`config.mk`:
```
export PLATFORM = sky130hd
export DESIGN_NAME = mmioDecode
export DESIGN_NICKNAME = d
export VERILOG_FILES = /design/src/verilog/mmioPkg.sv /design/src/verilog/mmioDecode.sv
export SDC_FILE = /design/constraint.sdc
export NUM_CORES = 1
export LEC_CHECK = 0
export BUFFER_PORTS_ARGS = -buffer_cell sky130_fd_sc_hd__buf_2
export CORE_MARGIN = 5
export CORE_UTILIZATION = 27
export DETAILED_ROUTE_END_ITERATION = 10
export PLACE_DENSITY = 0.91
export SLEW_MARGIN = 20
export SYNTH_ARGS = -nofsm -noshare
export SYNTH_HDL_FRONTEND = slang
export SYNTH_SLANG_ARGS = --single-unit
```
`constraint.sdc`:
```
create_clock -name vclk -period 1.5
set_input_delay 0.15 -clock vclk [all_inputs]
set_output_delay 0.15 -clock vclk [all_outputs]
set_load 0.03 [all_outputs]
```
`src/verilog/mmioPkg.sv`:
```
package mmioPkg;

	localparam int addrWidth = 13;         // Processor word address
	localparam int coprocBit = 12;         // Set selects coprocessor space
	localparam int memAddrWidth = 12;      // Data memory word index
	localparam int fieldWidth = 5;         // Unit and register fields
	localparam int unitLsb = 7;            // Unit field in bits 11:7
	localparam int regLsb = 2;             // Register field in bits 6:2

	typedef logic [31:0] word_t;
	typedef logic signed [15:0] coord_t;   // Screen coordinate or velocity
	typedef logic [memAddrWidth-1:0] memAddr_t;
	typedef logic [31:0] unitSel_t;        // One bit per unit slot
	typedef logic [31:0] regSel_t;         // One bit per register slot

	localparam int unitPhys1 = 0;
	localparam int unitPhys2 = 1;
	localparam int unitSprite1 = 8;
	localparam int unitSprite2 = 9;
	localparam int unitStage = 10;
	localparam int unitCollision = 12;

	localparam int regGravity = 0;         // Physics registers
	localparam int regStartPos = 1;
	localparam int regControl = 2;
	localparam int regPos = 0;             // Sprite registers
	localparam int regSize = 1;

	typedef struct packed {
		coord_t x;                         // Upper half
		coord_t y;                         // Lower half
	} point_t;

	typedef struct packed {
		point_t pos;                       // Word 63:32 to video
		point_t size;                      // Word 31:0
	} sprite_t;

	typedef struct packed {
		point_t gravity;                   // Only y is used
		point_t control;                   // Only x is used
		point_t startPos;
		logic loadStart;                   // One cycle after startPos write
	} physCfg_t;

	typedef struct packed {
		logic [addrWidth-1:0] address;
		word_t writeData;
		logic writeEnable;
	} busReq_t;

	typedef struct packed {
		logic [28:0] pad;                  // Always zero
		logic p1p2;
		logic p2Stage;
		logic p1Stage;                     // Bit 0 of the read word
	} collide_t;

endpackage

```
`src/verilog/mmioDecode.sv`:
```
module mmioDecode import mmioPkg::*; #(
	parameter int memDepth = 4096
) (
	input busReq_t bus,
	output logic memWrite,
	output memAddr_t memAddr,
	output logic coprocAccess,
	output logic coprocWrite,
	output unitSel_t unitSel,
	output regSel_t regSel
);

	logic [fieldWidth-1:0] unitField;
	logic [fieldWidth-1:0] regField;
	logic [memAddrWidth-1:0] wordIndex;

	assign unitField = bus.address[unitLsb +: fieldWidth];    // Bits 11:7
	assign regField = bus.address[regLsb +: fieldWidth];      // Bits 6:2
	assign wordIndex = bus.address[memAddrWidth-1:0];

	// Bit 12 picks the space
	assign coprocAccess = bus.address[coprocBit];
	assign memWrite = bus.writeEnable & ~coprocAccess;
	assign coprocWrite = bus.writeEnable & coprocAccess;

	// Small memories alias
	assign memAddr = memAddr_t'(wordIndex % memDepth);

	always_comb begin
		unitSel = '0;
		regSel = '0;
		if (coprocAccess) begin                 // Zero outside coprocessor space
			unitSel = unitSel_t'(1) << unitField;
			regSel = regSel_t'(1) << regField;
		end
	end

endmodule

```
# Yosys cells after proc, flatten, opt, wreduce, memory -nomap -nowiden

Cells that the tools add are included.

Register bits after elaboration: 0
Latch bits: 0
Bits in writable memories: 0
Memory bits (read-only): 0
Output and inout bits: 79
Logic and storage cells: 7
Memories: 0

$add $sub $neg: 0
Multiply operators: 0
Divide/modulo/power cells: 0
Magnitude comparators: 0
Equal/unequal tests: 0
Shifts and indexed selects: 2
Muxes and demuxes: 2
Bitwise logic cells: 3
Reduce and logical (&&, ||, !) cells: 0

Operators by type and width:

| kind                   | number |
|---|---|
| $mux W32               | 2 |
| $shl A1 B5 Y32 const A | 2 |
| $and A1 B1 Y1          | 2 |
| $not A1 Y1             | 1 |

# Longest topological paths before layout

Depth after elaboration: 2
Gate-level depth with buffers: 3
Depth with buffers taken out: 2

# Worst setup path before layout

No wires, ideal clock.

Path kind: input port to output port
From: input bus[40] in the netlist's numbering
To: output unitSel[0]
Arrival time: 1.172 ns
Data required time: 1.350 ns
Slack: 0.178 ns
Cell stages on the path: 2
Buffers on the path: 0
Cell sequence: or4b_1 nor2_1

Longest elaborated chain between the ends: 2

RTL lines:

| element        | RTL line         | RTL |
|---|---|---|
| from (decl)    | mmioDecode.sv:4  | `input busReq_t bus,` |
| $shl A1 B5 Y32 | mmioDecode.sv:33 | `unitSel = unitSel_t'(1) << unitField;` |
| $mux W32       | mmioDecode.sv:32 | `if (coprocAccess) begin` |
| to (decl)      | mmioDecode.sv:9  | `output unitSel_t unitSel,` |

No other way between the ends.

# Worst setup path in the final report

From: input bus[38] in the netlist's numbering
To: output regSel[3]

Longest elaborated chain between the ends: 2

RTL lines:

| element        | RTL line         | RTL |
|---|---|---|
| $shl A1 B5 Y32 | mmioDecode.sv:34 | `regSel = regSel_t'(1) << regField;` |
| $mux W32       | mmioDecode.sv:32 |  |
| to (decl)      | mmioDecode.sv:10 | `output regSel_t regSel` |

No other way between the ends.

==> out/summary.txt <==
Max-cap violation count: 0
Setup Buffers After CTS: 0
Grt met1 use: 17.3%
Static leakage: 0.605 nW
Post-Layout Cell Count: 211
RSZ-0062 raised after global routing: false
DRT antenna net count: 0
Setup WS post-layout: 0.149 ns
# diodes: 0
DP Area: 967 sq um
Initial Util: 28.7%
DRC Markers: 0
Worst hold margin: 0.300 ns
Sequential element share of the synthesized area: 0%
Max Fanout on Critical Path: 9
Measured slew at the worst slew-check pin: 0.308 ns
FFs & Latches: 0
DR WL/cell: 11.8 um
First-pass GRT wire length: 3910 um
Core Area: 2000 sq um
Clock share of power: 0%
Area grow syn2layout: 68.0%
CP Launch Type: input port
First DRT Iteration DRCs: 40
Syn Inst Count: 110
Net Switching: 155 uW
Met2 usage: 25.7%
FF+latch area: 0 sq um
Post-CTS sizing: 0
Crit. End Element: primary output
Kind of critical path: in2out
F_max: 740 MHz
Syn Nets: 156
Core Util, Final: 48.3%
DR vias: 990
Total Power: 222 uW
Tcrit/Tclk final: 90.0%
# IOs: 125
Status: completed
Combinational share of power: 100.0%
Port Buf Inserts: 89
FILL cells: 243
Pre-CTS setup slack: 0.154 ns
Via density: 4.69
Final setup viols: 0
Post-Route WL: 2490 um
Netlist cell types: 13
# rows: 16
Fin crit period: 1.35 ns
Ranking of synthesized cells by area: nor2_1 (42%), buf_4 (17%), nand4bb_1 (12%), nand4b_1 (9.1%), nand2b_1 (4.3%)
Die height: 56.2 um
Yosys Warn Count: 0
Setup TNS: 0 ns
Most frequent cell after synthesis: nor2_1
Most used routing layer: met2
Nets@finish: 232
Max IR drop VDD: 0.133 mV
Post-Layout Inst Area: 967 sq um
Fin. Hold Viols: 0
Clkbuf count: 0
Largest net degree at the start of global routing: 10
Area share of the largest cell type after synthesis: 41.7%
Worst slew margin: 79.5%
Post-Syn Area: 576 sq um
Max Slew Vio Count: 0
CP Data Required Time: 1.35 ns
Die area: 3160 sq um
Remaining global-route overflow: 0
Int Power: 66.4 uW
Power share of the sequential group: 0%
Initial antenna violation count: 0
Synth area leader: nor2_1
HPWL after DPL: 2140 um
Placed Cells: 211
Synth Area per Inst: 5.23 sq um
Gr usage total: 14.1%
Hold_buf cts: 0
Drt first pass iters: 4
PwrDens: 229 nW/um^2
Sw Ratio: 70.1%
Die Wd: 56.2 um
Hold WC Path Type: in2out
Final GP Congestion: 0.826
Vias in the first global route: 818
GR Util met3: 3.02%
Post-synth top cells: nor2_1 (64), buf_4 (13), clkbuf_1 (6), nand4b_1 (6), nand4bb_1 (6)
Share of layout cells above drive strength 1: 52.2%
CP Data Arrival Time: 1.20 ns
-- layer usage --
metal	up-vias	routed length, um
li1	495	-
met1	452	980
met2	43	1290
met3	0	220
met4	0	0
met5	-	0
-- worst paths after layout --
path | start | end | slack (ns) | depth (start not counted)
min | bus[33] | memAddr[0] | 0.30 | 0
max | bus[38] | regSel[3] | 0.15 | 4
-- cell type report --
| cell class | count | area, sq um | area share, % |
|---|---|---|---|
| Timing Repair Buffer | 94 | 483 | 49.9 |
| Tap cell | 27 | 33.8 | 3.49 |
| Multi-Input combinational cell | 90 | 450 | 46.6 |
-- kinds of logic after synthesis --
| kind of cell | synth area share, % |
|---|---|
| buf+inv | 21.7 |
| simple gates | 78.3 |
-- power by group through the flow --
| stage | logic (mW) | clock network, mW | registers (mW) |
|---|---|---|---|
| after floorplan | 0.168 | 0 | 0 |
| after global placement | 0.220 | 0 | 0 |
| final | 0.222 | 0 | 0 |
| after global routing | 0.239 | 0 | 0 |
| after CTS | 0.223 | 0 | 0 |
| after detailed placement | 0.223 | 0 | 0 |
-- cells in the final DEF, fill, tap and decap left out --
| cell | count |
|---|---|
| and2_1 | 1 |
| buf_2 | 89 |
| buf_4 | 5 |
| nand2_1 | 2 |
| nand2b_1 | 4 |
| nand4_1 | 2 |
| nand4b_1 | 6 |
| nand4bb_1 | 6 |
| nor2_1 | 64 |
| nor2b_1 | 1 |
| or2_2 | 2 |
| or4b_1 | 2 |
-- worst max-delay path, stage by stage --
cell,delay (ns)
buf_2,0.14
or4b_1,0.59
nor2_1,0.11
buf_2,0.20
No activity file was read; power rests on OpenSTA's default activity.
