`config.mk`:
```
export PLATFORM = sky130hd
export DESIGN_NAME = mmioReadback
export DESIGN_NICKNAME = d
export VERILOG_FILES = /design/src/verilog/mmioPkg.sv /design/src/verilog/mmioReadback.sv
export SDC_FILE = /design/constraint.sdc
export NUM_CORES = 1
export LEC_CHECK = 0
export ABC_AREA = 1
export BUFFER_PORTS_ARGS = -buffer_cell sky130_fd_sc_hd__clkbuf_2
export CAP_MARGIN = 10
export CORE_ASPECT_RATIO = 0.7
export CORE_UTILIZATION = 34
export CTS_CLUSTER_DIAMETER = 50
export DETAILED_ROUTE_END_ITERATION = 10
export HOLD_SLACK_MARGIN = 0.02
export PLACE_DENSITY = 0.77
export SLEW_MARGIN = 40
export SYNTH_ARGS = -nofsm -noshare
export SYNTH_HDL_FRONTEND = slang
export SYNTH_SLANG_ARGS = --single-unit
```
`constraint.sdc`:
```
create_clock -name reset -period 0.85 [get_ports reset]
set_input_delay 0.0425 -clock reset [delete_from_list [all_inputs] [get_ports reset]]
set_output_delay 0.0425 -clock reset [all_outputs]
set_load 0.02 [all_outputs]
```
`src/verilog/mmioPkg.sv`:
```
package mmioPkg;

	localparam int addrWidth = 13;         // Processor word address
	localparam int coprocBit = 12;         // Set selects coprocessor space
	localparam int memAddrWidth = 12;      // Data memory word index
	localparam int fieldWidth = 5;         // Unit and register fields
	localparam int unitLsb = 7;            // Unit field in bits 11:7
	localparam int regLsb = 2;             // Register field in bits 6:2

	typedef logic [31:0] word_t;
	typedef logic signed [15:0] coord_t;   // Screen coordinate or velocity
	typedef logic [memAddrWidth-1:0] memAddr_t;
	typedef logic [31:0] unitSel_t;        // One bit per unit slot
	typedef logic [31:0] regSel_t;         // One bit per register slot

	localparam int unitPhys1 = 0;
	localparam int unitPhys2 = 1;
	localparam int unitSprite1 = 8;
	localparam int unitSprite2 = 9;
	localparam int unitStage = 10;
	localparam int unitCollision = 12;

	localparam int regGravity = 0;         // Physics registers
	localparam int regStartPos = 1;
	localparam int regControl = 2;
	localparam int regPos = 0;             // Sprite registers
	localparam int regSize = 1;

	typedef struct packed {
		coord_t x;                         // Upper half
		coord_t y;                         // Lower half
	} point_t;

	typedef struct packed {
		point_t pos;                       // Word 63:32 to video
		point_t size;                      // Word 31:0
	} sprite_t;

	typedef struct packed {
		point_t gravity;                   // Only y is used
		point_t control;                   // Only x is used
		point_t startPos;
		logic loadStart;                   // One cycle after startPos write
	} physCfg_t;

	typedef struct packed {
		logic [addrWidth-1:0] address;
		word_t writeData;
		logic writeEnable;
	} busReq_t;

	typedef struct packed {
		logic [28:0] pad;                  // Always zero
		logic p1p2;
		logic p2Stage;
		logic p1Stage;                     // Bit 0 of the read word
	} collide_t;

endpackage

```
`src/verilog/mmioReadback.sv`:
```
module mmioReadback import mmioPkg::*; (
	input logic reset,
	input logic clear,
	input logic coprocAccess,
	input unitSel_t unitSel,
	input point_t posP1,
	input point_t posP2,
	input collide_t flags,
	input word_t memData,
	output word_t readData
);

	word_t coprocSrc;
	word_t coprocQ;                     // Registered coprocessor word
	logic coprocReadQ;                  // Last address was in coprocessor space
	logic memReadQ;                     // Last address was in memory space

	// Unit slot picks the source, register field ignored
	always_comb begin
		if (unitSel[unitPhys1])
			coprocSrc = posP1;
		else if (unitSel[unitPhys2])
			coprocSrc = posP2;
		else if (unitSel[unitCollision])
			coprocSrc = word_t'(flags);       // Flags in bits 2:0
		else
			coprocSrc = '0;                    // Sprites and empty slots
	end

	always_ff @(posedge reset) begin
		if (clear) begin
			coprocQ <= '0;
			coprocReadQ <= 1'b0;
			memReadQ <= 1'b0;
		end else begin
			coprocQ <= coprocSrc;
			coprocReadQ <= coprocAccess;
			memReadQ <= ~coprocAccess;         // Lines up with memory read latency
		end
	end

	assign readData = coprocReadQ ? coprocQ : (memReadQ ? memData : '0);

endmodule

```
=== Word level (Yosys, flattened, before mapping) ===
Cells that the tools add are included.

* Output and inout bits: 32
* Bits in registers: 34

* Muxes and demuxes: 5
* Bitwise gates (word level): 1

{| class="wikitable"
|+ Operators by type and width
! operator !! number
|-
| $mux 32 || 5
|-
| $not 1->1 || 1
|}

=== Depth between registers and ports, before layout ===
* Depth after elaboration: 3
* Depth in mapped cells: 6
* Gate-level depth less buffers: 4

=== Least setup slack after synthesis ===
Ideal clock, no wire load.

* Path type: reg-to-output
* Start: reg coprocReadQ
* End: out readData[10]
* Arrival time: 0.875 ns
* Cell stages (with the launch flop): 6
* Path buffers: 2
* Required time: 0.808 ns
* Setup slack: -0.068 ns
* Path through: dfxtp_1 buf_2 inv_2 buf_2 nand3_1 nand2_1

* Word-level cells in the longest chain between the ends: 1

{| class="wikitable"
|+ Ends and longest elaborated chain
! element !! line !! RTL
|-
| from (decl) || mmioReadback.sv:15 || <nowiki>logic coprocReadQ;</nowiki>
|-
| from (signal assigned) || mmioReadback.sv:37 || <nowiki>coprocReadQ <= coprocAccess;</nowiki>
|-
| $mux 32 || mmioReadback.sv:42 || <nowiki>assign readData = coprocReadQ ? coprocQ : (memReadQ ? memData : '0);</nowiki>
|-
| to (decl) || mmioReadback.sv:10 || <nowiki>output word_t readData</nowiki>
|}

Every way passes these cells.

=== Worst setup path in the final report ===
* Start: reg coprocReadQ
* End: out readData[24]

The elaborated chain is that of the path after synthesis.

==> impl_table.tex <==
\begin{tabular}{lr}
\hline
Metric & Value \\
\hline
\multicolumn{2}{l}{\textbf{CTS}} \\
\quad Clock slew seen by the registers of the worst setup and hold paths & 0.08 ns \\
\quad \# H-tree levels & 2 \\
\quad Clock buffer count from CTS & 5 \\
\quad Buffer levels on the longest clock path & 2 \\
\quad CTS root buffer & clkbuf\_8 \\
\quad Post-CTS setup-driven buffer insertion count & 0 \\
\quad TritonCTS clock tree & built \\
\quad TritonCTS sink count & 34 \\
\multicolumn{2}{l}{\textbf{GRT}} \\
\quad Total GRT Usage & $\sim$22\% \\
\quad Vias in the first global route & 2725 \\
\quad First-pass GRT wire length & approximately 12000 µm \\
\quad Largest net degree at the start of global routing & 42 \\
\quad Gr ovfl total & 0 \\
\quad Antenna violations before repair & 0 \\
\multicolumn{2}{l}{\textbf{Routing}} \\
\quad Drt first-iter violations & 111 \\
\quad Detailed-router iteration count before antenna repair & 7 \\
\quad DRC viols & 9 \\
\quad Wirelength, routed & 7963 µm \\
\quad Average wire per standard cell & between 10 and 15 µm \\
\quad Antenna-violating nets left & 0 \\
\quad Vias/cell & 4.756 \\
\quad Vias after detailed routing & about 3000 \\
\multicolumn{2}{l}{\textbf{Power and ir drop}} \\
\quad Share of power burned in the clock network & between 30\% and 40\% \\
\quad Cell internal pwr & approximately 3.4 mW \\
\quad Switching part of the total & 29.95\% \\
\quad Power density over cell area & 1212 mW/mm² \\
\quad Leakage & 2.037 nW \\
\quad Worst voltage drop across the vdd grid & 606.8 µV \\
\quad Power Total & just under 5 mW \\
\quad Share of power burned in registers & between 30\% and 40\% \\
\quad Net switching power & about 1.4 mW \\
\quad Part of the power in combinational logic & 33.3\% \\
\multicolumn{2}{l}{\textbf{Critical path}} \\
\quad Worst path arrival time & around 1.2 ns \\
\quad Req. time, crit path & between 0.8 and 0.9 ns \\
\quad Category of the worst setup path launch point & register \\
\quad Type of the setup path with the least slack & reg -> out \\
\quad Endpoint kind of the worst setup timing path & output pin \\
\quad Critical path fanouts, max & 8 \\
\multicolumn{2}{l}{\textbf{Placement}} \\
\quad Half-perimeter wire length of the detailed placement result & approximately 5600 µm \\
\quad Routability Congestion & slightly below 0.8 \\
\quad Quantity of I/O buffers inserted on ports & 165 \\
\quad Cells after DPL & 619 \\
\multicolumn{2}{l}{\textbf{Yosys}} \\
\quad Number of distinct library cells after synthesis & 12 \\
\quad Syn nets & between 500 and 600 \\
\quad Area share of xor/xnor cells in the synthesized design & 0\% \\
\quad Adder-Cell Fraction of Synth Area & 0\% \\
\quad Syn\_area\_per\_cell & 5.626 µm² \\
\quad Flip-flop and latch count after synthesis & 34 \\
\quad Ys Warns & 0 \\
\quad Share of synthesized area spent on multiplexers & 0\% \\
\quad Proportion of synthesized chip area in sequential cells & a little under a third \\
\quad Post-synthesis instance area & 0.002188 mm² \\
\quad Main combinational cell family by area after synthesis & simple AND/OR/NAND/NOR gates \\
\quad Compound-cell area share of the yosys netlist & 7.318\% \\
\quad Count of mapped cells out of synthesis & 389 \\
\quad Simple logic cell fraction of the synthesized area & about half \\
\multicolumn{2}{l}{\textbf{Run}} \\
\quad \# Max-Cap Violations & 0 \\
\multicolumn{2}{l}{\textbf{Cells and area}} \\
\quad Final \#Nets & between 700 and 800 \\
\quad Final instance count without filler cells & around 630 \\
\quad Layout Utilization & between 60\% and 70\% \\
\quad Sequential standard cell area & 688.2 µm² \\
\quad Most common cell after layout, fill and taps aside & clkbuf\_2 \\
\quad \# fillers & about 550 \\
\quad Share of final-layout standard cells stronger than drive strength 1 & between 40\% and 50\% \\
\quad Multi-input gate area in the final layout & $\sim$0.0016 mm² \\
\quad Synthesis-to-layout area growth & 81.88\% \\
\quad Commonest cells after routing, fill and taps aside & clkbuf\_2 (133), nand2\_1 (128), nor2\_1 (98) \\
\quad Number of inserted diodes & 0 \\
\multicolumn{2}{l}{\textbf{Floorplan}} \\
\quad Die span in y & between 60 and 70 µm \\
\quad Cell row count & 24 \\
\quad Starting utilization of the core area & a little over a third \\
\quad Die W & approximately 98 µm \\
\quad Core Region & about 0.0062 mm² \\
\quad Die Outline Area & around 0.0068 mm² \\
\quad I/O pin total & between 150 and 200 \\
\multicolumn{2}{l}{\textbf{Timing}} \\
\quad Total of endpoints with negative setup slack in the final report & 32 \\
\quad Max-Slew Margin vs Limit & roughly 86\% \\
\quad Fin Hold WS & 0.03096 ns \\
\quad Transition at the pin with the smallest max-transition slack & 0.2137 ns \\
\quad Post-route worst setup slack & -0.3911 ns \\
\quad Final count of hold timing violations & 0 \\
\quad Unrepaired setup endpoints after global routing & yes \\
\quad Number of max-slew violations in the final report & 0 \\
\quad Achievable clock frequency & approximately 810 MHz \\
\quad Final critical delay including setup and external delays & 1.241 ns \\
\quad Part of the cycle the worst path needs & 146.0\% \\
\multicolumn{2}{l}{\textbf{Run status}} \\
\quad Outcome & finished, violations left \\
\quad Failing checks & design-rule violations, negative setup slack \\
\multicolumn{2}{l}{\textbf{Worst hold path}} \\
\quad Min-delay worst type & in -> reg \\
\hline
\end{tabular}
[stage by stage]
stage	setup slack, ns	cell area [µm²]	setup TNS, ns
finish	-0.3911	3980	-11.77
global route	-0.4460	3980	-13.62
CTS	-0.3969	3651	-11.74
detailed placement	-0.1372	3193	-3.257
global placement	-0.1043	3193	-2.934
floorplan	-0.007030	2273	-0.2109
[final cells by class]
class | count | area share (%)
multi-input cells | 322 | 40.62
inverters | 4 | 0.5659
well taps | 78 | 2.452
clock inverters | 3 | 1.132
repair buffers | 186 | 36.21
clock buffers | 5 | 1.729
flip-flops and latches | 34 | 17.29
[Yosys cell counts]
| master | number | area share [%] |
|---|---|---|
| o21ai_0 | 32 | 7.3 |
| inv_2 | 3 | 0.51 |
| nor2_1 | 98 | 17 |
| buf_6 | 8 | 4.1 |
| dfxtp_1 | 34 | 31 |
| buf_2 | 16 | 3.7 |
| clkbuf_1 | 3 | 0.51 |
| buf_8 | 1 | 0.69 |
| buf_4 | 1 | 0.34 |
| nand3_1 | 32 | 7.3 |
| inv_1 | 1 | 0.17 |
| nand2_1 | 160 | 27 |
[worst paths after layout]
kind   startpoint           end  slack, ns  cells after the start
max   coprocReadQ  readData[24]      -0.39                      5
min     posP1[20]   coprocQ[20]       0.03                      3
[routing by layer]
layer / vias to the layer above / GRT usage (%) / wire length [µm]
li1: 1530 / - / -
met1: 1340 / 26.95 / 3264
met2: 122 / 40.06 / 4116
met3: 14 / 4.361 / 458
met4: 0 / 7.071 / 125
met5: - / 0 / 0
[state kept, by name, summed over array words and instances, names as in the netlist]
register	cells
coprocReadQ	1
coprocQ	32
memReadQ	1
[repair_timing]
item                       CTS  global route
setup endpoints to repair   32            32
hold endpoints to repair     3             0
gates resized for setup     63            88
gates cloned                 1             1
hold buffers                 3             0
pin swaps                    0             9
[cell families after synthesis]
logic type,after synthesis
compound gates,32
buf+inv,33
flops,34
simple gates,290
[power groups by stage]
| stage | sequential, mW | clock [mW] | combinational, mW |
|---|---|---|---|
| 2_1_floorplan | 1.77 | 0 | 0.707 |
| 3_3_place_gp | 1.78 | 0 | 1.20 |
| 5_1_grt | 1.76 | 1.59 | 1.75 |
| 3_5_place_dp | 1.78 | 0 | 1.23 |
| 4_1_cts | 1.75 | 1.50 | 1.41 |
| 6_report | 1.75 | 1.47 | 1.61 |
[worst max-delay path: stages (launching register included)]
cell	delay [ns]
dfxtp_4	0.39
inv_8	0.10
clkbuf_16	0.16
nand3_2	0.07
nand2_2	0.09
buf_8	0.11
No activity file was read; power rests on OpenSTA's default activity.
