`src/verilog/mmioPkg.sv`:
```
package mmioPkg;

	localparam int addrWidth = 13;         // Processor word address
	localparam int coprocBit = 12;         // Set selects coprocessor space
	localparam int memAddrWidth = 12;      // Data memory word index
	localparam int fieldWidth = 5;         // Unit and register fields
	localparam int unitLsb = 7;            // Unit field in bits 11:7
	localparam int regLsb = 2;             // Register field in bits 6:2

	typedef logic [31:0] word_t;
	typedef logic signed [15:0] coord_t;   // Screen coordinate or velocity
	typedef logic [memAddrWidth-1:0] memAddr_t;
	typedef logic [31:0] unitSel_t;        // One bit per unit slot
	typedef logic [31:0] regSel_t;         // One bit per register slot

	localparam int unitPhys1 = 0;
	localparam int unitPhys2 = 1;
	localparam int unitSprite1 = 8;
	localparam int unitSprite2 = 9;
	localparam int unitStage = 10;
	localparam int unitCollision = 12;

	localparam int regGravity = 0;         // Physics registers
	localparam int regStartPos = 1;
	localparam int regControl = 2;
	localparam int regPos = 0;             // Sprite registers
	localparam int regSize = 1;

	typedef struct packed {
		coord_t x;                         // Upper half
		coord_t y;                         // Lower half
	} point_t;

	typedef struct packed {
		point_t pos;                       // Word 63:32 to video
		point_t size;                      // Word 31:0
	} sprite_t;

	typedef struct packed {
		point_t gravity;                   // Only y is used
		point_t control;                   // Only x is used
		point_t startPos;
		logic loadStart;                   // One cycle after startPos write
	} physCfg_t;

	typedef struct packed {
		logic [addrWidth-1:0] address;
		word_t writeData;
		logic writeEnable;
	} busReq_t;

	typedef struct packed {
		logic [28:0] pad;                  // Always zero
		logic p1p2;
		logic p2Stage;
		logic p1Stage;                     // Bit 0 of the read word
	} collide_t;

endpackage

```
`src/verilog/collisionUnit.sv`:
```
module collisionUnit import mmioPkg::*; (
	input point_t posP1,
	input point_t posP2,
	input point_t sizeP1,
	input point_t sizeP2,
	input sprite_t stage,
	output collide_t flags
);

	// One axis, end exclusive, unsigned, with a carry bit so ends never wrap
	function automatic logic spanOverlap(logic [15:0] aLo, logic [15:0] aLen,
		logic [15:0] bLo, logic [15:0] bLen);
		logic [16:0] aHi;
		logic [16:0] bHi;
		aHi = {1'b0, aLo} + {1'b0, aLen};
		bHi = {1'b0, bLo} + {1'b0, bLen};
		return ({1'b0, aLo} < bHi) && ({1'b0, bLo} < aHi);
	endfunction

	// Both axes must overlap
	function automatic logic boxOverlap(point_t aPos, point_t aSize, point_t bPos,
		point_t bSize);
		logic xHit;
		logic yHit;
		xHit = spanOverlap(aPos.x, aSize.x, bPos.x, bSize.x);
		yHit = spanOverlap(aPos.y, aSize.y, bPos.y, bSize.y);
		return xHit && yHit;
	endfunction

	always_comb begin
		flags = '0;                                                        // Pad stays zero
		flags.p1Stage = boxOverlap(posP1, sizeP1, stage.pos, stage.size);
		flags.p2Stage = boxOverlap(posP2, sizeP2, stage.pos, stage.size);
		flags.p1p2 = boxOverlap(posP1, sizeP1, posP2, sizeP2);             // Players touch
	end

endmodule

```
`config.mk`:
```
export PLATFORM = sky130hd
export DESIGN_NAME = collisionUnit
export DESIGN_NICKNAME = d
export VERILOG_FILES = /design/src/verilog/mmioPkg.sv /design/src/verilog/collisionUnit.sv
export SDC_FILE = /design/constraint.sdc
export NUM_CORES = 1
export LEC_CHECK = 0
export BUFFER_PORTS_ARGS = -buffer_cell sky130_fd_sc_hd__buf_2
export CAP_MARGIN = 20
export CORE_MARGIN = 3
export CORE_UTILIZATION = 55
export DETAILED_ROUTE_END_ITERATION = 12
export PLACE_DENSITY = 0.84
export SETUP_SLACK_MARGIN = 0.4
export SLEW_MARGIN = 20
export SYNTH_ARGS = -nofsm -noshare
export SYNTH_HDL_FRONTEND = slang
export SYNTH_SLANG_ARGS = --single-unit
```
`constraint.sdc`:
```
create_clock -name vclk -period 8.22
set_input_delay 0.822 -clock vclk [all_inputs]
set_output_delay 0.822 -clock vclk [all_outputs]
set_load 0.02 [all_outputs]
```
=== Word-level counts from Yosys, hierarchy flattened ===
Cells that the tools add are included.

* Register bits: 0
* Latch bits: 0
* Bits in writable memories: 0
* Bits in read-only memories: 0
* Word-level logic and storage cells: 27
* Memories kept: 0

* $add $sub $neg: 6
* $mul: 0
* Divide/modulo/power cells: 0
* Magnitude comparators: 12
* Equality and inequality tests: 0
* Shift-type cells: 0
* Mux-type cells: 0
* Bitwise gates (word level): 0
* Reduce and logical (&&, ||, !) cells: 9

{| class="wikitable"
|+ Operators with widths
! kind !! count
|-
| $lt A16 B17 Y1 || 12
|-
| $add A16 B16 Y17 || 6
|-
| $logic_and A1 B1 Y1 || 9
|}

=== Logic depth before layout (Yosys ltp) ===
Gate-level depths: netlist of run 1.

* Depth after elaboration: 4
* Gate-level depth with buffers: 18

=== Least setup slack after synthesis of run 1 ===
Ideal clock, no wire load.

* Path type: in2out
* Start point: input posP2[16] (netlist name)
* End point: output flags[2] (netlist name)
* Arrival: 4.657 ns
* Slack: 2.741 ns
* Cell stages on the path: 16
* Path through: ha_1 fa_1 a21oi_1 o2111ai_1 a21oi_1 o21ba_2 xor2_1 ha_1 or3_1 or2_2 a41oi_1 a21oi_1 maj3_1 a211oi_1 nor2_1 nor4_1

{| class="wikitable"
|+ RTL lines
! item !! line !! RTL
|-
| start: declaration || collisionUnit.sv:3 || <nowiki>input point_t posP2,</nowiki>
|-
| end: declaration || collisionUnit.sv:7 || <nowiki>output collide_t flags</nowiki>
|}

==> key figures, run 1 <==
Flow run
  – Max cap viols: 0

Drt
  – DRT Wirelength: 21,500 µm
  – ANT nets after route: 0
  – First-pass DRT Iterations: 6
  – DRC viols: 0
  – Drt first-iter violations: 443
  – Per-cell routed wire length: 15.8 µm
  – Via count: 8,238
  – Vias per cell: 6.07

STA
  – Worst slew margin: around two thirds
  – Worst-margin pin slew: 513 ps
  – Hold Fails Final Rpt: 0
  – Minimum hold slack: 2200 ps
  – Max-slew violation count: 0
  – Minimum clock period: 5860 ps
  – Post-Route Setup TNS: 0 ps
  – Final setup vio count: 0
  – Unrepaired setup endpoints after global routing: false
  – Max Clk Rate: 171 MHz
  – Final period utilization: a little under three quarters

Synth
  – Compound-cell area share of the yosys netlist: 29.5%
  – Multiplexer share of the synthesized area: 0%
  – XOR/XNOR Fraction of Synth Area: about 8.7%
  – Post-synthesis cell type count: 67
  – Post-synth top area share: 39.7%
  – Synth area leaders: ha_1, a21oi_1, a21o_1
  – Adder-cell share of the synthesized area: 42.9%
  – Largest family of logic cells by synthesized area: adder cells
  – Synth top cells by count: ha_1, a21oi_1, a21o_1
  – Post-Syn Area per Cell: 8.08 µm²
  – Synth Instances: between 900 and 1,000
  – Simple-Gate Fraction of Synth Area: 14.9%
  – Yosys warns: 0
  – Syn Std Cell Area: roughly 8000 µm²
  – Sequential area share after synthesis: 0%
  – Count leader, synth: ha_1
  – Cell taking the most area after synthesis: ha_1

Power and ir drop
  – Static Leak: 4.78 nW
  – PwrDens: 99.6 nW/µm²
  – PnR Total Power: between 0.8 and 0.9 mW
  – Peak supply drop: between 40 and 50 µV

Worst setup path
  – Crit path DAT: about 5000 ps
  – Crit path max fanout: 4
  – Setup crit start kind: input port
  – WS Path Type: input port to output port
  – Worst Setup End Kind: output port
  – Critical Path RT: approximately 7400 ps
  – Worst Setup SP: posP2[16]

Layout
  – Clock buf count: 0
  – Share of layout cells above drive strength 1: 18.4%
  – Register area: 0 µm²
  – ANT cells: 0
  – Syn-to-layout area delta: 13.6%
  – Finished Layout Cells: ~1,400
  – Nets: 1,629
  – Fin area: 9030 µm²
  – Seq cells: 0

Floorplanning
  – Std cell rows: 43
  – Initial Utilization: 56.8%
  – Die Wd: approximately 130 µm
  – Core area: 14,000 µm²
  – Die area: about 16,000 µm²
  – Die height: 126 µm
  – I/O Pins: 224

Placed design
  – Port bufs: approximately 200
  – Placed cell count: 1,357
  – Placed instance area: 9030 µm²
  – Final GP Congestion: 0.983
  – HPWL Detailed: roughly 20,000 µm

Global route
  – First-pass GRT wire length: 34,700 µm
  – Largest net degree at the start of global routing: 10
  – Initial antenna violation count: 0
  – GR Overflow Total: 0
  – Total GRT Usage: about 25%
  – Vias in the first global route: 7,963

Clock tree
  – CTS resizes: 0
  – Post-CTS Setup Repair Bufs: 0
  – CTS Hold Bufs: 0

Run status
  – Status: completed

Worst hold path
  – Hold Startpoint: stage[59]
  – Hold Path Class: input port to output port
-- cell type report --
type / count / area [µm²]
repair buffers: 195 / 976
inverters: 25 / 93.8
fillers: 1261 / 4950
multi-input cells: 957 / 7740
well taps: 180 / 225
-- cell usage in the layout, fill, tap and decap left out, drive strengths merged, types with 19 or more instances in the layout --
cell / instances
inv: 25
xnor2: 38
a21oi: 106
nor3: 19
buf: 195
o21ai: 56
a21o: 62
nand3: 32
xor2: 41
nor2: 35
conb: 29
ha: 252
nand2: 43
nand2b: 23
-- metal layers --
| metal | GRT usage, % | vias up | part of all wire, % |
|---|---|---|---|
| met3 | 1.36 | 32 | 5.2 |
| li1 | - | 4170 | - |
| met4 | 4.79 | 0 | 2.0 |
| met1 | 32.0 | 3796 | 45 |
| met2 | 47.8 | 240 | 48 |
| met5 | 0 | - | 0 |
-- critical path, cell delays in order --
cell,delay [ps]
buf_2,110
ha_1,230
fa_1,410
a21oi_1,200
o2111ai_1,210
a21oi_1,400
o21ba_2,190
xor2_1,80
ha_1,190
or3_1,310
a2111oi_0,420
a21oi_1,140
maj3_1,370
a211oi_1,240
nor2_1,100
nor4_1,370
buf_2,240
-- report_power, final --
group          leakage [nW]  internal [mW]  switching, mW
Combinational          4.78          0.401          0.498
Sequential                0              0              0
Clock                     0              0              0
-- cells by family (layout without fill, tap and decap cells) --
group / Yosys count / after routing
and+or+nand+nor: 224 / 224
xor gates and xnor gates: 79 / 79
AOI/OAI and AO/OA: 354 / 354
other: 1 / 29
adders and majority gates: 271 / 271
buffers and inverters: 55 / 220
-- per-stage QoR --
step | worst slack [ps] | util, %
after floorplan | 2740 | -
after global placement | 2400 | 64.6
after detailed placement | 2380 | 64.6
after CTS | 2380 | 64.6
after global routing | 2100 | 64.6
final | 2360 | 64.6
-- worst paths after layout --
kind	to	slack [ps]	cells past startpoint
min	flags[1]	2200	4
max	flags[2]	2360	17
Power figures use the tool's default switching activity.
==> run 2, diff against run 1 <==
CORE_UTILIZATION = 51   (was 55)
PLACE_DENSITY = 0.81   (was 0.84)
clock period = 4.9 ns   (was 8.22 ns; I/O delays follow)
==> run 2 against run 1 <==
Non-clock buffer count increased by 35. Global-route usage rose by 0.073 points. Hold slack got worse by 690 ps. Critical endpoint is now flags[0]. Largest cell class unchanged. Highest routed layer unchanged.
==> key figures, run 2 (synthesis gave the netlist of run 1 again) <==
Drt
  – ANT nets after route: 0
  – DRT Wirelength: 23,500 µm
  – Vias per cell: slightly above 6
  – Drt first-iter violations: 504
  – Via count: 8,549
  – DRC viols: 0
  – First-pass DRT Iterations: 5
  – Per-cell routed wire length: between 15 and 20 µm

Power and ir drop
  – Internal: 0.787 mW
  – PnR Total Power: approximately 1.7 mW
  – PwrDens: ~180 nW/µm²
  – Gate power share: 100.0%
  – Sw Ratio: 54.1%
  – Peak supply drop: approximately 90 µV
  – Sw power: 0.929 mW
  – Sequential power share: 0%
  – Static Leak: a little over 5 nW
  – Clock share of power: 0%

Global route
  – GR Overflow Total: 0
  – Total GRT Usage: 25.5%
  – GRT Max-Usage Layer: met2
  – Routing usage on met1: roughly 32%
  – Vias in the first global route: slightly above 8,000
  – First-pass GRT wire length: 36,300 µm
  – Initial antenna violation count: 0
  – Largest net degree at the start of global routing: 10
  – Met3 GRT Util: under 10%
  – Met2 global-route usage: 48.5%

Run status
  – Status: completed

Layout
  – Syn-to-layout area delta: 22.6%
  – Fill count: 1,311
  – Share of layout cells above drive strength 1: 25.2%
  – Register area: 0 µm²
  – Nets: 1,664
  – Finished Layout Cells: ~1,400
  – Post-Route Utilization: 64.1%
  – Commonest non-fill, non-tap cell in the layout: ha_1
  – Clock buf count: 0
  – ANT cells: 0
  – Seq cells: 0
  – Multi-input logic area: 8140 µm²
  – Most frequent cells in the layout: ha_1, buf_2, a21oi_1
  – Fin area: 9750 µm²

Floorplanning
  – Initial Utilization: between 50% and 60%
  – Core area: 15,200 µm²
  – Die height: around 130 µm
  – Die Wd: 131 µm
  – I/O Pins: roughly 220
  – Std cell rows: 45
  – Die area: 17,100 µm²

Placed design
  – Placed instance area: 9190 µm²
  – Final GP Congestion: 0.941
  – HPWL Detailed: slightly above 20,000 µm
  – Port bufs: 195
  – Placed cell count: 1,381

Clock tree
  – CTS Hold Bufs: 0

Worst setup path
  – Setup crit start kind: input port
  – Slowest stage delay, CP: 370 ps
  – Worst Setup End Kind: output port
  – CP max stage cell: fa_2
  – CP Cell Sequence: buf_8 -> ha_4 -> fa_2 -> a21o_1 -> a221oi_4 -> o21bai_1 -> a21oi_1 -> xor2_1 -> ha_1 -> a21o_1 -> a21oi_1 -> o21ai_1 -> maj3_2 -> maj3_2 -> a221oi_2 -> nor2_2 -> nor4b_4 -> buf_4
  – Crit path max fanout: 3
  – Crit path DAT: ~4200 ps
  – CP top delay family: compound AO/OA/AOI/OAI gates
  – Critical Path RT: 4410 ps
  – Crit path buf inv count: 2
  – WS Path Type: input port to output port

STA
  – Max Clk Rate: 212 MHz
  – Max-slew violation count: 0
  – Minimum clock period: ~4700 ps
  – Hold Fails Final Rpt: 0
  – Worst slew margin: 57.6%
  – Unrepaired setup endpoints after global routing: true
  – Worst-margin pin slew: 628 ps
  – Final setup vio count: 0
  – Final period utilization: 96.4%

Flow run
  – Max cap viols: 0

Worst hold path
  – Hold Path Class: input port to output port
## run 2: final cells by class
cell class / instances / share of cell area, %
inverter: 25 / 0.963
tap: 188 / 2.41
multi-input combinational: 957 / 83.6
timing repair buffer: 230 / 13.1
## run 2: metal layers
metal | up-vias | share of wire [%]
li1 | 4244 | -
met1 | 3986 | 43
met2 | 283 | 50
met3 | 36 | 5.9
met4 | 0 | 1.6
met5 | - | 0
## run 2: worst paths after layout
path      start       end  depth (start not counted)
min   stage[59]  flags[1]                          4
max   posP1[16]  flags[0]                         18
## run 2: power groups by stage
stage | registers [mW] | logic [mW] | clock network, mW
6_report | 0 | 1.72 | 0
3_3_place_gp | 0 | 1.49 | 0
3_5_place_dp | 0 | 1.54 | 0
4_1_cts | 0 | 1.63 | 0
2_1_floorplan | 0 | 1.12 | 0
5_1_grt | 0 | 1.92 | 0
## run 2: repair_timing
item                       in CTS  in global routing
setup buffers                  12                  7
pin swaps                      42                 21
setup endpoints to repair       3                  3
gates resized for setup        59                 37
## run 2: per-stage QoR
stage          worst slack, ps  hold slack [ps]  setup TNS, ps
3_5_place_dp             -57.6             1530           -109
5_1_grt                  -7.45             1540          -7.45
2_1_floorplan              382             1270              0
4_1_cts                    214             1520              0
3_3_place_gp              8.43             1530              0
6_report                   177             1510              0
