`src/verilog/mmioPkg.sv`:
```
package mmioPkg;

	localparam int addrWidth = 13;         // Processor word address
	localparam int coprocBit = 12;         // Set selects coprocessor space
	localparam int memAddrWidth = 12;      // Data memory word index
	localparam int fieldWidth = 5;         // Unit and register fields
	localparam int unitLsb = 7;            // Unit field in bits 11:7
	localparam int regLsb = 2;             // Register field in bits 6:2

	typedef logic [31:0] word_t;
	typedef logic signed [15:0] coord_t;   // Screen coordinate or velocity
	typedef logic [memAddrWidth-1:0] memAddr_t;
	typedef logic [31:0] unitSel_t;        // One bit per unit slot
	typedef logic [31:0] regSel_t;         // One bit per register slot

	localparam int unitPhys1 = 0;
	localparam int unitPhys2 = 1;
	localparam int unitSprite1 = 8;
	localparam int unitSprite2 = 9;
	localparam int unitStage = 10;
	localparam int unitCollision = 12;

	localparam int regGravity = 0;         // Physics registers
	localparam int regStartPos = 1;
	localparam int regControl = 2;
	localparam int regPos = 0;             // Sprite registers
	localparam int regSize = 1;

	typedef struct packed {
		coord_t x;                         // Upper half
		coord_t y;                         // Lower half
	} point_t;

	typedef struct packed {
		point_t pos;                       // Word 63:32 to video
		point_t size;                      // Word 31:0
	} sprite_t;

	typedef struct packed {
		point_t gravity;                   // Only y is used
		point_t control;                   // Only x is used
		point_t startPos;
		logic loadStart;                   // One cycle after startPos write
	} physCfg_t;

	typedef struct packed {
		logic [addrWidth-1:0] address;
		word_t writeData;
		logic writeEnable;
	} busReq_t;

	typedef struct packed {
		logic [28:0] pad;                  // Always zero
		logic p1p2;
		logic p2Stage;
		logic p1Stage;                     // Bit 0 of the read word
	} collide_t;

endpackage

```
`src/verilog/coprocRegisters.sv`:
```
module coprocRegisters import mmioPkg::*; (
	input logic reset,
	input logic clear,
	input word_t writeData,
	input unitSel_t unitSel,
	input regSel_t regSel,
	input logic coprocWrite,
	output physCfg_t cfgP1,
	output physCfg_t cfgP2,
	output sprite_t spriteP1,
	output sprite_t spriteP2,
	output sprite_t spriteStage
);

	unitSel_t unitWrite;

	// Per unit write strobes
	assign unitWrite = coprocWrite ? unitSel : '0;

	// Next state of one physics register group
	function automatic physCfg_t nextCfg(physCfg_t cur, logic wr, regSel_t sel, word_t data);
		physCfg_t nxt;
		nxt = cur;
		nxt.loadStart = wr & sel[regStartPos];      // Single cycle pulse
		if (wr && sel[regGravity])
			nxt.gravity = data;
		if (wr && sel[regStartPos])
			nxt.startPos = data;
		if (wr && sel[regControl])
			nxt.control = data;
		return nxt;
	endfunction

	// Next state of one sprite pair
	function automatic sprite_t nextSprite(sprite_t cur, logic wr, regSel_t sel, word_t data);
		sprite_t nxt;
		nxt = cur;
		if (wr && sel[regPos])
			nxt.pos = data;
		if (wr && sel[regSize])
			nxt.size = data;
		return nxt;
	endfunction

	always_ff @(posedge reset) begin
		if (clear) begin
			cfgP1 <= '0;
			cfgP2 <= '0;
			spriteP1 <= '0;
			spriteP2 <= '0;
			spriteStage <= '0;
		end else begin
			cfgP1 <= nextCfg(cfgP1, unitWrite[unitPhys1], regSel, writeData);
			cfgP2 <= nextCfg(cfgP2, unitWrite[unitPhys2], regSel, writeData);
			spriteP1 <= nextSprite(spriteP1, unitWrite[unitSprite1], regSel, writeData);
			spriteP2 <= nextSprite(spriteP2, unitWrite[unitSprite2], regSel, writeData);
			spriteStage <= nextSprite(spriteStage, unitWrite[unitStage], regSel, writeData);
		end
	end

endmodule

```
`config.mk`:
```
export PLATFORM = sky130hd
export DESIGN_NAME = coprocRegisters
export DESIGN_NICKNAME = d
export VERILOG_FILES = /design/src/verilog/mmioPkg.sv /design/src/verilog/coprocRegisters.sv
export SDC_FILE = /design/constraint.sdc
export NUM_CORES = 1
export LEC_CHECK = 0
export ABC_AREA = 1
export BUFFER_PORTS_ARGS = -buffer_cell sky130_fd_sc_hd__buf_2
export CORE_MARGIN = 2
export CORE_UTILIZATION = 30
export CTS_CLUSTER_SIZE = 10
export DETAILED_ROUTE_END_ITERATION = 12
export PLACE_DENSITY = 0.64
export SETUP_SLACK_MARGIN = 0.02
export SLEW_MARGIN = 20
export SYNTH_ARGS = -nofsm -noshare
export SYNTH_HDL_FRONTEND = slang
export SYNTH_SLANG_ARGS = --single-unit
```
`constraint.sdc`:
```
create_clock -name reset -period 1.19 [get_ports reset]
set_clock_uncertainty 0.1 [all_clocks]
set_input_delay 0.357 -clock reset [delete_from_list [all_inputs] [get_ports reset]]
set_output_delay 0.357 -clock reset [all_outputs]
set_load 0.02 [all_outputs]
```
== Word level (Yosys, flattened, before mapping) ==
Cells that the tools add are included.

* Output and inout port bits: 386
* Word-level logic and storage cells: 41
* Flip-flop bits (word level): 386
* Input bits: 99

* Multiplexer cells: 1
* Reductions and logical operators: 12
* Bitwise operators: 2

{| class="wikitable"
|+ Operators with widths
! kind !! count
|-
| logical AND 1 bit || 12
|-
| 2-to-1 mux 11 bit || 1
|-
| AND 1 bit || 2
|}

== Depth between registers and ports, before layout ==
Gate-level depths: netlist (run 1).

* Word-level depth: 2
* Gate-level depth with buffers: 7
* Mapped depth without buffers: 4

== Least setup slack after synthesis (run 1) ==
Ideal clock, no wire load.

* Path type: in2reg
* From: input regSel[1]
* To: register cfgP1[4] in the netlist's numbering
* Arrival: 1.074 ns
* Data required time: 0.977 ns
* Slack: -0.097 ns
* Stages: 7
* Path through: clkbuf_2 > nand3_1 > buf_2 > buf_2 > nand2_1 > nand2_1 > nor2_1

* Longest elaborated chain between the ends: 1

{| class="wikitable"
|+ Ends and longest elaborated chain
! item !! RTL line !! source
|-
| from (decl) || coprocRegisters.sv:6 || <nowiki>input regSel_t regSel,</nowiki>
|-
| logical AND 1 bit || coprocRegisters.sv:27 || <nowiki>if (wr && sel[regStartPos])</nowiki>
|-
| to (signal assigned) || coprocRegisters.sv:53 || <nowiki>cfgP1 <= nextCfg(cfgP1, unitWrite[unitPhys1], regSel, writeData);</nowiki>
|-
| to (decl) || coprocRegisters.sv:8 || <nowiki>output physCfg_t cfgP1,</nowiki>
|}

No other way between the ends.
A chain may end at the register's enable or synchronous reset.

== Final worst setup path (run 1) ==
* From: register cfgP1[13] in the netlist's numbering
* To: output cfgP1[13] in the netlist's numbering

No word-level cell between the ends.

==> impl_metrics.csv, run 1 <==
group,metric,value,unit
placed_design,placed_cells_incl_taps,3519,
synth,synth_top_flop_cell,"dfxtp_1",
placed_design,cell_area_after_placement,19300,um2
cts,cts_max_level,2,
synth,synth_largest_type_area_fraction,0.491,
worst_setup_path,worstPathArrival,1050,ps
finish,drive_above_1_share,0.344,
placed_design,finalWeightedCongestion,0.796,
routing,postRouteWirelength,52.3,mm
global_route,grt_antenna_before_repair,3,
finish,sequential_cell_area,8210,um2
worst_setup_path,setup.worst_path.end_class,"primary output",
synth,dominant_combinational_cell_family_by_area_after_synthesis,"simple AND/OR/NAND/NOR gates",
sta,tightestPinTransition,461,ps
worst_setup_path,worstPathRequired,730,ps
synth,yosysMostFrequentCell,"nor2_1",
synth,muxShareOfSynthArea,0,
power_and_ir_drop,p_comb_frac,0.160,
synth,synth-adder-area-share,0,
power_and_ir_drop,share_clk_of_total_power,0.403,
sta,finalHoldViolations,0,
worst_setup_path,setup_cp_type,"reg -> out",
floorplan,floorplan.initialDensity,0.305,
power_and_ir_drop,ir_drop,912,uV
cts,clkLatencyLatePin,560,ps
finish,fillCellCount,4967,
worst_setup_path,cp_slowest_stage_delay,360,ps
sta,timing.max_slew.rel_slack,0.692,
synth,syn_inst,2472,
synth,syn_nets,2571,
synth,synth_compound_gate_area_share,0,
sta,setup_viol,386,
synth,synth_enable_flop_cells,0,
synth,synth-simple-area-share,0.374,
routing,drt-vias-per-instance,4.12,
synth,ys_async_rst_share,0,
job,maxCapViolations,0,
routing,remaining_drc_errors,0,
synth,ys_ff_latch,386,
floorplan,die_x,233,um
global_route,grt_start_max_net_pins,66,
worst_setup_path,family_of_cells_with_the_greatest_summed_delay_on_the_critical_path,"flip-flops",
synth,synth.cell_area,15700,um2
global_route,global_route.usage.total,0.188,
power_and_ir_drop,power-per-cell-area,1370,nW/um2
sta,layout_min_cycle_time,1510,ps
sta,worst_slack,-318,ps
finish,post_layout_instance_count_excluding_filler_cells,3619,
worst_setup_path,worstPathMaxFanout,2,
global_route,grt.overflow.total,0,
outcome,outcome,"finished, violations left",
synth,yosys.area_share.xor_xnor,0,
cts,root_buffer,"clkbuf_16",
routing,count_of_vias_placed_by_the_detailed_router,14900,
synth,post-synth-top-area-cell,"dfxtp_1",
cts,tritoncts,"built",
routing,drt_iter0_drc,838,
sta,setup-tns-final,-107250,ps
placed_design,preCtsSetupSlack,-275,ps
cts,clock_tree.buffer_depth,3,
sta,grt_setup_unrepaired,"yes",
routing,post_drt_wl_per_cell,14.5,um
min_path,worst_hold_path_type,"in -> reg",
synth,synth_top_cells_by_area,"dfxtp_1 (49%), nor2_1 (18%), nand2_1 (18%)",
finish,fin_nets,3023,
power_and_ir_drop,internal_power,23.9,mW
synth,synth_warnings,0,
power_and_ir_drop,power.share.switching,0.270,
synth,ys_top_cells_by_count,"nor2_1 (770), nand2_1 (768), dfxtp_1 (386)",
power_and_ir_drop,pwr-share-seq,0.437,
synth,ys_types,13,
worst_setup_path,critical-path-slowest-cell,"dfxtp_4",
global_route,grt_first_pass_wirelength,79.5,mm
placed_design,io_buffers,428,
outcome,failing_checks,"negative setup slack",
floorplan,top_level_ports,485,
routing,drt_first_pass_iters,5,
global_route,grt_pass1_vias,14000,
finish,finish.utilization,0.462,
floorplan,std_cell_rows,83,
routing,drt.antenna.violating_nets,0,
finish,multi_input_area,5950,um2
floorplan,die_height,233,um
floorplan,core_area,51600,um2
worst_setup_path,worst_setup_path_start_kind,"flop",
power_and_ir_drop,p_switching,8.81,mW
power_and_ir_drop,leakage_power,12.9,nW
sta,period_share,1.27,
sta,timing.fmax,663,MHz
cts,cts_hold_buffers,0,
finish,cell_area_after_layout,23800,um2
sta,number_of_slew_limit_violations_in_the_final_report,0,
finish,layout-area-overhead-vs-synth,51.3,%
floorplan,floorplan.die_area,54300,um2
worst_setup_path,timing.critical_path.buf_inv,1,
synth,synth_sequential_area_ratio,0.491,
cts,cts_num_sinks,386,
synth,synth_area_per_cell,6.37,um2
placed_design,sum_of_net_half_perimeters_after_detailed_placement,35.0,mm
worst_setup_path,critical_path_cell_by_cell,"buf_6",
cts,cts_buffers,46,
cts,clk_transition_reported_paths,60,ps
## cell usage in the layout, fill, tap and decap left out
cell type,synthesis,layout
inv_1,384,384
diode_2,0,2
buf_2,74,42
inv_8,0,1
buf_6,3,386
buf_12,0,40
nand3_2,10,5
nor2_1,770,770
clkbuf_16,0,49
nand3_4,0,7
nand2_1,768,768
buf_4,1,87
clkbuf_8,0,2
dfxtp_2,0,385
dfxtp_4,0,1
clkbuf_1,46,6
bufinv_16,0,2
clkinv_2,0,2
## flip-flops by register name, summed over array words and instances, names as in the netlist
name / cells
cfgP1: 97
spriteP1: 64
cfgP2: 97
spriteP2: 64
spriteStage: 64
## worst paths after layout
kind	slack, ps	cells after the start	endpoint	start
setup / recovery	-320	1	cfgP1[13]	cfgP1[13]
hold / removal	50	4	spriteP2[21]	clear
setup reg to reg	230	6	cfgP2[85]	cfgP2[85]
hold reg to reg	410	4	spriteStage[56]	spriteStage[56]
## per-layer routing
layer  vias to the layer above  share of wire  GRT usage
met3                       112          0.072     0.0586
met5                         -        0.00021          0
met2                       400           0.49      0.327
met4                         2          0.036     0.0717
met1                      6532           0.41      0.214
li1                       7849              -          -
## what timing repair did
action	CTS	global route
resized for setup	1158	1
hold endpoints to repair	0	0
setup buffers	9	28
endpoints found under the setup margin	386	386
## kinds of logic (layout without fill, tap and decap cells)
group,after synthesis,in the layout
simple gates,1550,1550
flops,386,386
other cells,0,2
buf+inv,536,1001
## power groups by stage
stage	sequential, mW	combinational (mW)	clock, mW
after floorplan	15.0	1.84	0
after global placement	14.2	4.34	0
after detailed placement	14.2	4.35	0
after CTS	14.3	5.17	13.5
after global routing	14.3	5.73	14.1
final	14.3	5.23	13.2
## metrics by stage
step                      hold WS, ps  power, mW
after floorplan                   329       16.9
after global placement            395       18.6
after detailed placement          395       18.6
after CTS                        10.7       33.0
after global routing             41.0       34.1
final                            50.2       32.7
## area by class of cell
type,instances,share of cell area
Sequential cell,386,0.345
Timing Repair Buffer,555,0.252
Multi-Input combinational cell,1550,0.250
Inverter,385,0.0610
Clock buffer,57,0.0536
Tap cell,680,0.0357
Clock inverter,4,0.00294
Antenna cell,2,0.000210
No activity file was read; power rests on OpenSTA's default activity.
==> inputs of run 2 (changes only) <==
--- a/config.mk
+++ b/config.mk
@@ -8,10 +8,10 @@
 export ABC_AREA = 1
 export BUFFER_PORTS_ARGS = -buffer_cell sky130_fd_sc_hd__buf_2
 export CORE_MARGIN = 2
-export CORE_UTILIZATION = 30
+export CORE_UTILIZATION = 45
 export CTS_CLUSTER_SIZE = 10
 export DETAILED_ROUTE_END_ITERATION = 12
-export PLACE_DENSITY = 0.64
+export PLACE_DENSITY = 0.85
 export SETUP_SLACK_MARGIN = 0.02
 export SLEW_MARGIN = 20
 export SYNTH_ARGS = -nofsm -noshare
==> impl_metrics.csv, run 2 (synthesized netlist as in run 1, its figures left out) <==
group,metric,value,unit
routing,drt_first_pass_iters,6,
finish,fin_nets,3052,
sta,grt_setup_unrepaired,"yes",
sta,timing.fmax,646,MHz
power_and_ir_drop,leakage_power,13.0,nW
outcome,failing_checks,"negative setup slack",
floorplan,die_x,191,um
floorplan,die_height,191,um
placed_design,io_buffers,428,
power_and_ir_drop,power.share.switching,0.283,
sta,timing.max_slew.rel_slack,0.689,
finish,leading_cell_type_in_the_layout_fill_and_taps_excluded,"nor2_1",
placed_design,cell_area_after_placement,18900,um2
cts,cts_buffers,45,
global_route,grt_pass1_vias,16700,
sta,period_share,1.30,
power_and_ir_drop,p_comb_frac,0.176,
global_route,grt_antenna_before_repair,1,
sta,number_of_slew_limit_violations_in_the_final_report,0,
floorplan,floorplan.die_area,36500,um2
sta,layout_min_cycle_time,1550,ps
global_route,global_route.usage.total,0.308,
cts,cts_hold_buffers,0,
job,maxCapViolations,0,
worst_setup_path,setup.worst_path.end_class,"primary output",
routing,postRouteWirelength,62.6,mm
power_and_ir_drop,p_switching,9.03,mW
power_and_ir_drop,power-per-cell-area,1350,nW/um2
worst_setup_path,worstPathArrival,1090,ps
cts,cts_max_level,2,
floorplan,core_area,34500,um2
worst_setup_path,critical-path-slowest-cell,"dfxtp_2",
finish,cell_area_after_layout,23600,um2
worst_setup_path,worst-r2r-setup-slack,120,ps
cts,cts_num_sinks,386,
cts,clk_transition_reported_paths,70,ps
cts,tritoncts,"built",
cts,root_buffer,"clkbuf_16",
finish,top_regs,"cfgP1 x97, cfgP2 x97",
routing,post_drt_wl_per_cell,18.4,um
sta,finalHoldViolations,0,
finish,finish.utilization,0.685,
sta,tightestPinTransition,467,ps
cts,clock_tree.buffer_depth,3,
power_and_ir_drop,internal_power,22.9,mW
worst_setup_path,cp_slowest_stage_delay,400,ps
floorplan,std_cell_rows,68,
floorplan,top_level_ports,485,
routing,count_of_vias_placed_by_the_detailed_router,17300,
min_path,worst_hold_path_type,"in -> reg",
worst_setup_path,critical_path_cell_by_cell,"buf_6",
cts,clkLatencyLatePin,530,ps
worst_setup_path,worstPathMaxFanout,2,
finish,final_cell_mix,"nor2_1 (770), nand2_1 (768), buf_6 (386)",
sta,worst_slack,-359,ps
routing,drt-vias-per-instance,5.06,
sta,setup-tns-final,-99910,ps
power_and_ir_drop,pwr-share-seq,0.449,
worst_setup_path,setup_cp_type,"reg -> out",
global_route,grt_first_pass_wirelength,88.2,mm
finish,layout-area-overhead-vs-synth,49.9,%
outcome,outcome,"finished, violations left",
routing,drt_iter0_drc,1479,
finish,drive_above_1_share,0.349,
global_route,grt_start_max_net_pins,66,
placed_design,finalWeightedCongestion,0.816,
global_route,grt.overflow.total,0,
worst_setup_path,family_of_cells_with_the_greatest_summed_delay_on_the_critical_path,"flip-flops",
worst_setup_path,worst_setup_path_start_kind,"flop",
power_and_ir_drop,share_clk_of_total_power,0.375,
power_and_ir_drop,ir_drop,1270,uV
sta,setup_viol,386,
routing,remaining_drc_errors,0,
worst_setup_path,timing.critical_path.buf_inv,1,
placed_design,sum_of_net_half_perimeters_after_detailed_placement,31.9,mm
placed_design,preCtsSetupSlack,-299,ps
routing,drt.antenna.violating_nets,0,
floorplan,floorplan.initialDensity,0.457,
worst_setup_path,worstPathRequired,730,ps
run 2: changes by cell type in the layout (fill, tap and decap cells not counted), sizes merged:
cell / change
buf: +30
bufinv: -2
diode: -1
clkbuf: -9
run 2: power by group through the flow:
stage | clock (mW) | sequential, mW | combinational (mW)
after CTS | 11.9 | 14.3 | 5.12
after global placement | 0 | 14.2 | 4.20
after detailed placement | 0 | 14.2 | 4.27
final | 12.0 | 14.3 | 5.61
after global routing | 12.5 | 14.4 | 5.99
after floorplan | 0 | 15.0 | 1.84
run 2: layer usage:
layer | part of all wire | vias up | global-route usage | routed length (um)
li1 | - | 7906 | - | -
met1 | 0.33 | 7774 | 0.315 | 20500
met2 | 0.48 | 1160 | 0.541 | 29900
met3 | 0.098 | 441 | 0.0756 | 6140
met4 | 0.098 | 0 | 0.239 | 6120
met5 | 0 | - | 0 | 0
run 2: path summary, 6_finish.rpt:
| path | startpoint | to | cells after the start |
|---|---|---|---|
| worst max-delay path | cfgP2[36] | cfgP2[36] | 1 |
| worst min-delay path | clear | cfgP2[0] | 3 |
| worst max register to register | spriteStage[50] | spriteStage[50] | 6 |
| worst min register to register | spriteP2[11] | spriteP2[11] | 4 |
run 2: timing repair:
| action | 4_1_cts | 5_1_grt |
|---|---|---|
| gates resized for setup | 1158 | 2 |
| setup buffers | 15 | 66 |
| setup endpoints to repair | 386 | 386 |
run 2: layout make-up:
class,instances,area (um2)
multi-input cells,1550,5950
diodes,1,2.50
well taps,455,569
repair buffers,585,6240
clock buffers,48,1160
clock inverters,2,13.8
inverters,385,1450
flip-flops and latches,386,8220
fillers,2263,10900
run 2: per-stage QoR:
| stage | hold slack [ps] | power (mW) | instances |
|---|---|---|---|
| floorplan | 329 | 16.9 | 2472 |
| global placement | 395 | 18.4 | 3280 |
| detailed placement | 395 | 18.5 | 3280 |
| CTS | 98.2 | 31.3 | 3345 |
| global route | 114 | 32.8 | 3412 |
| finish | 128 | 31.9 | 3412 |
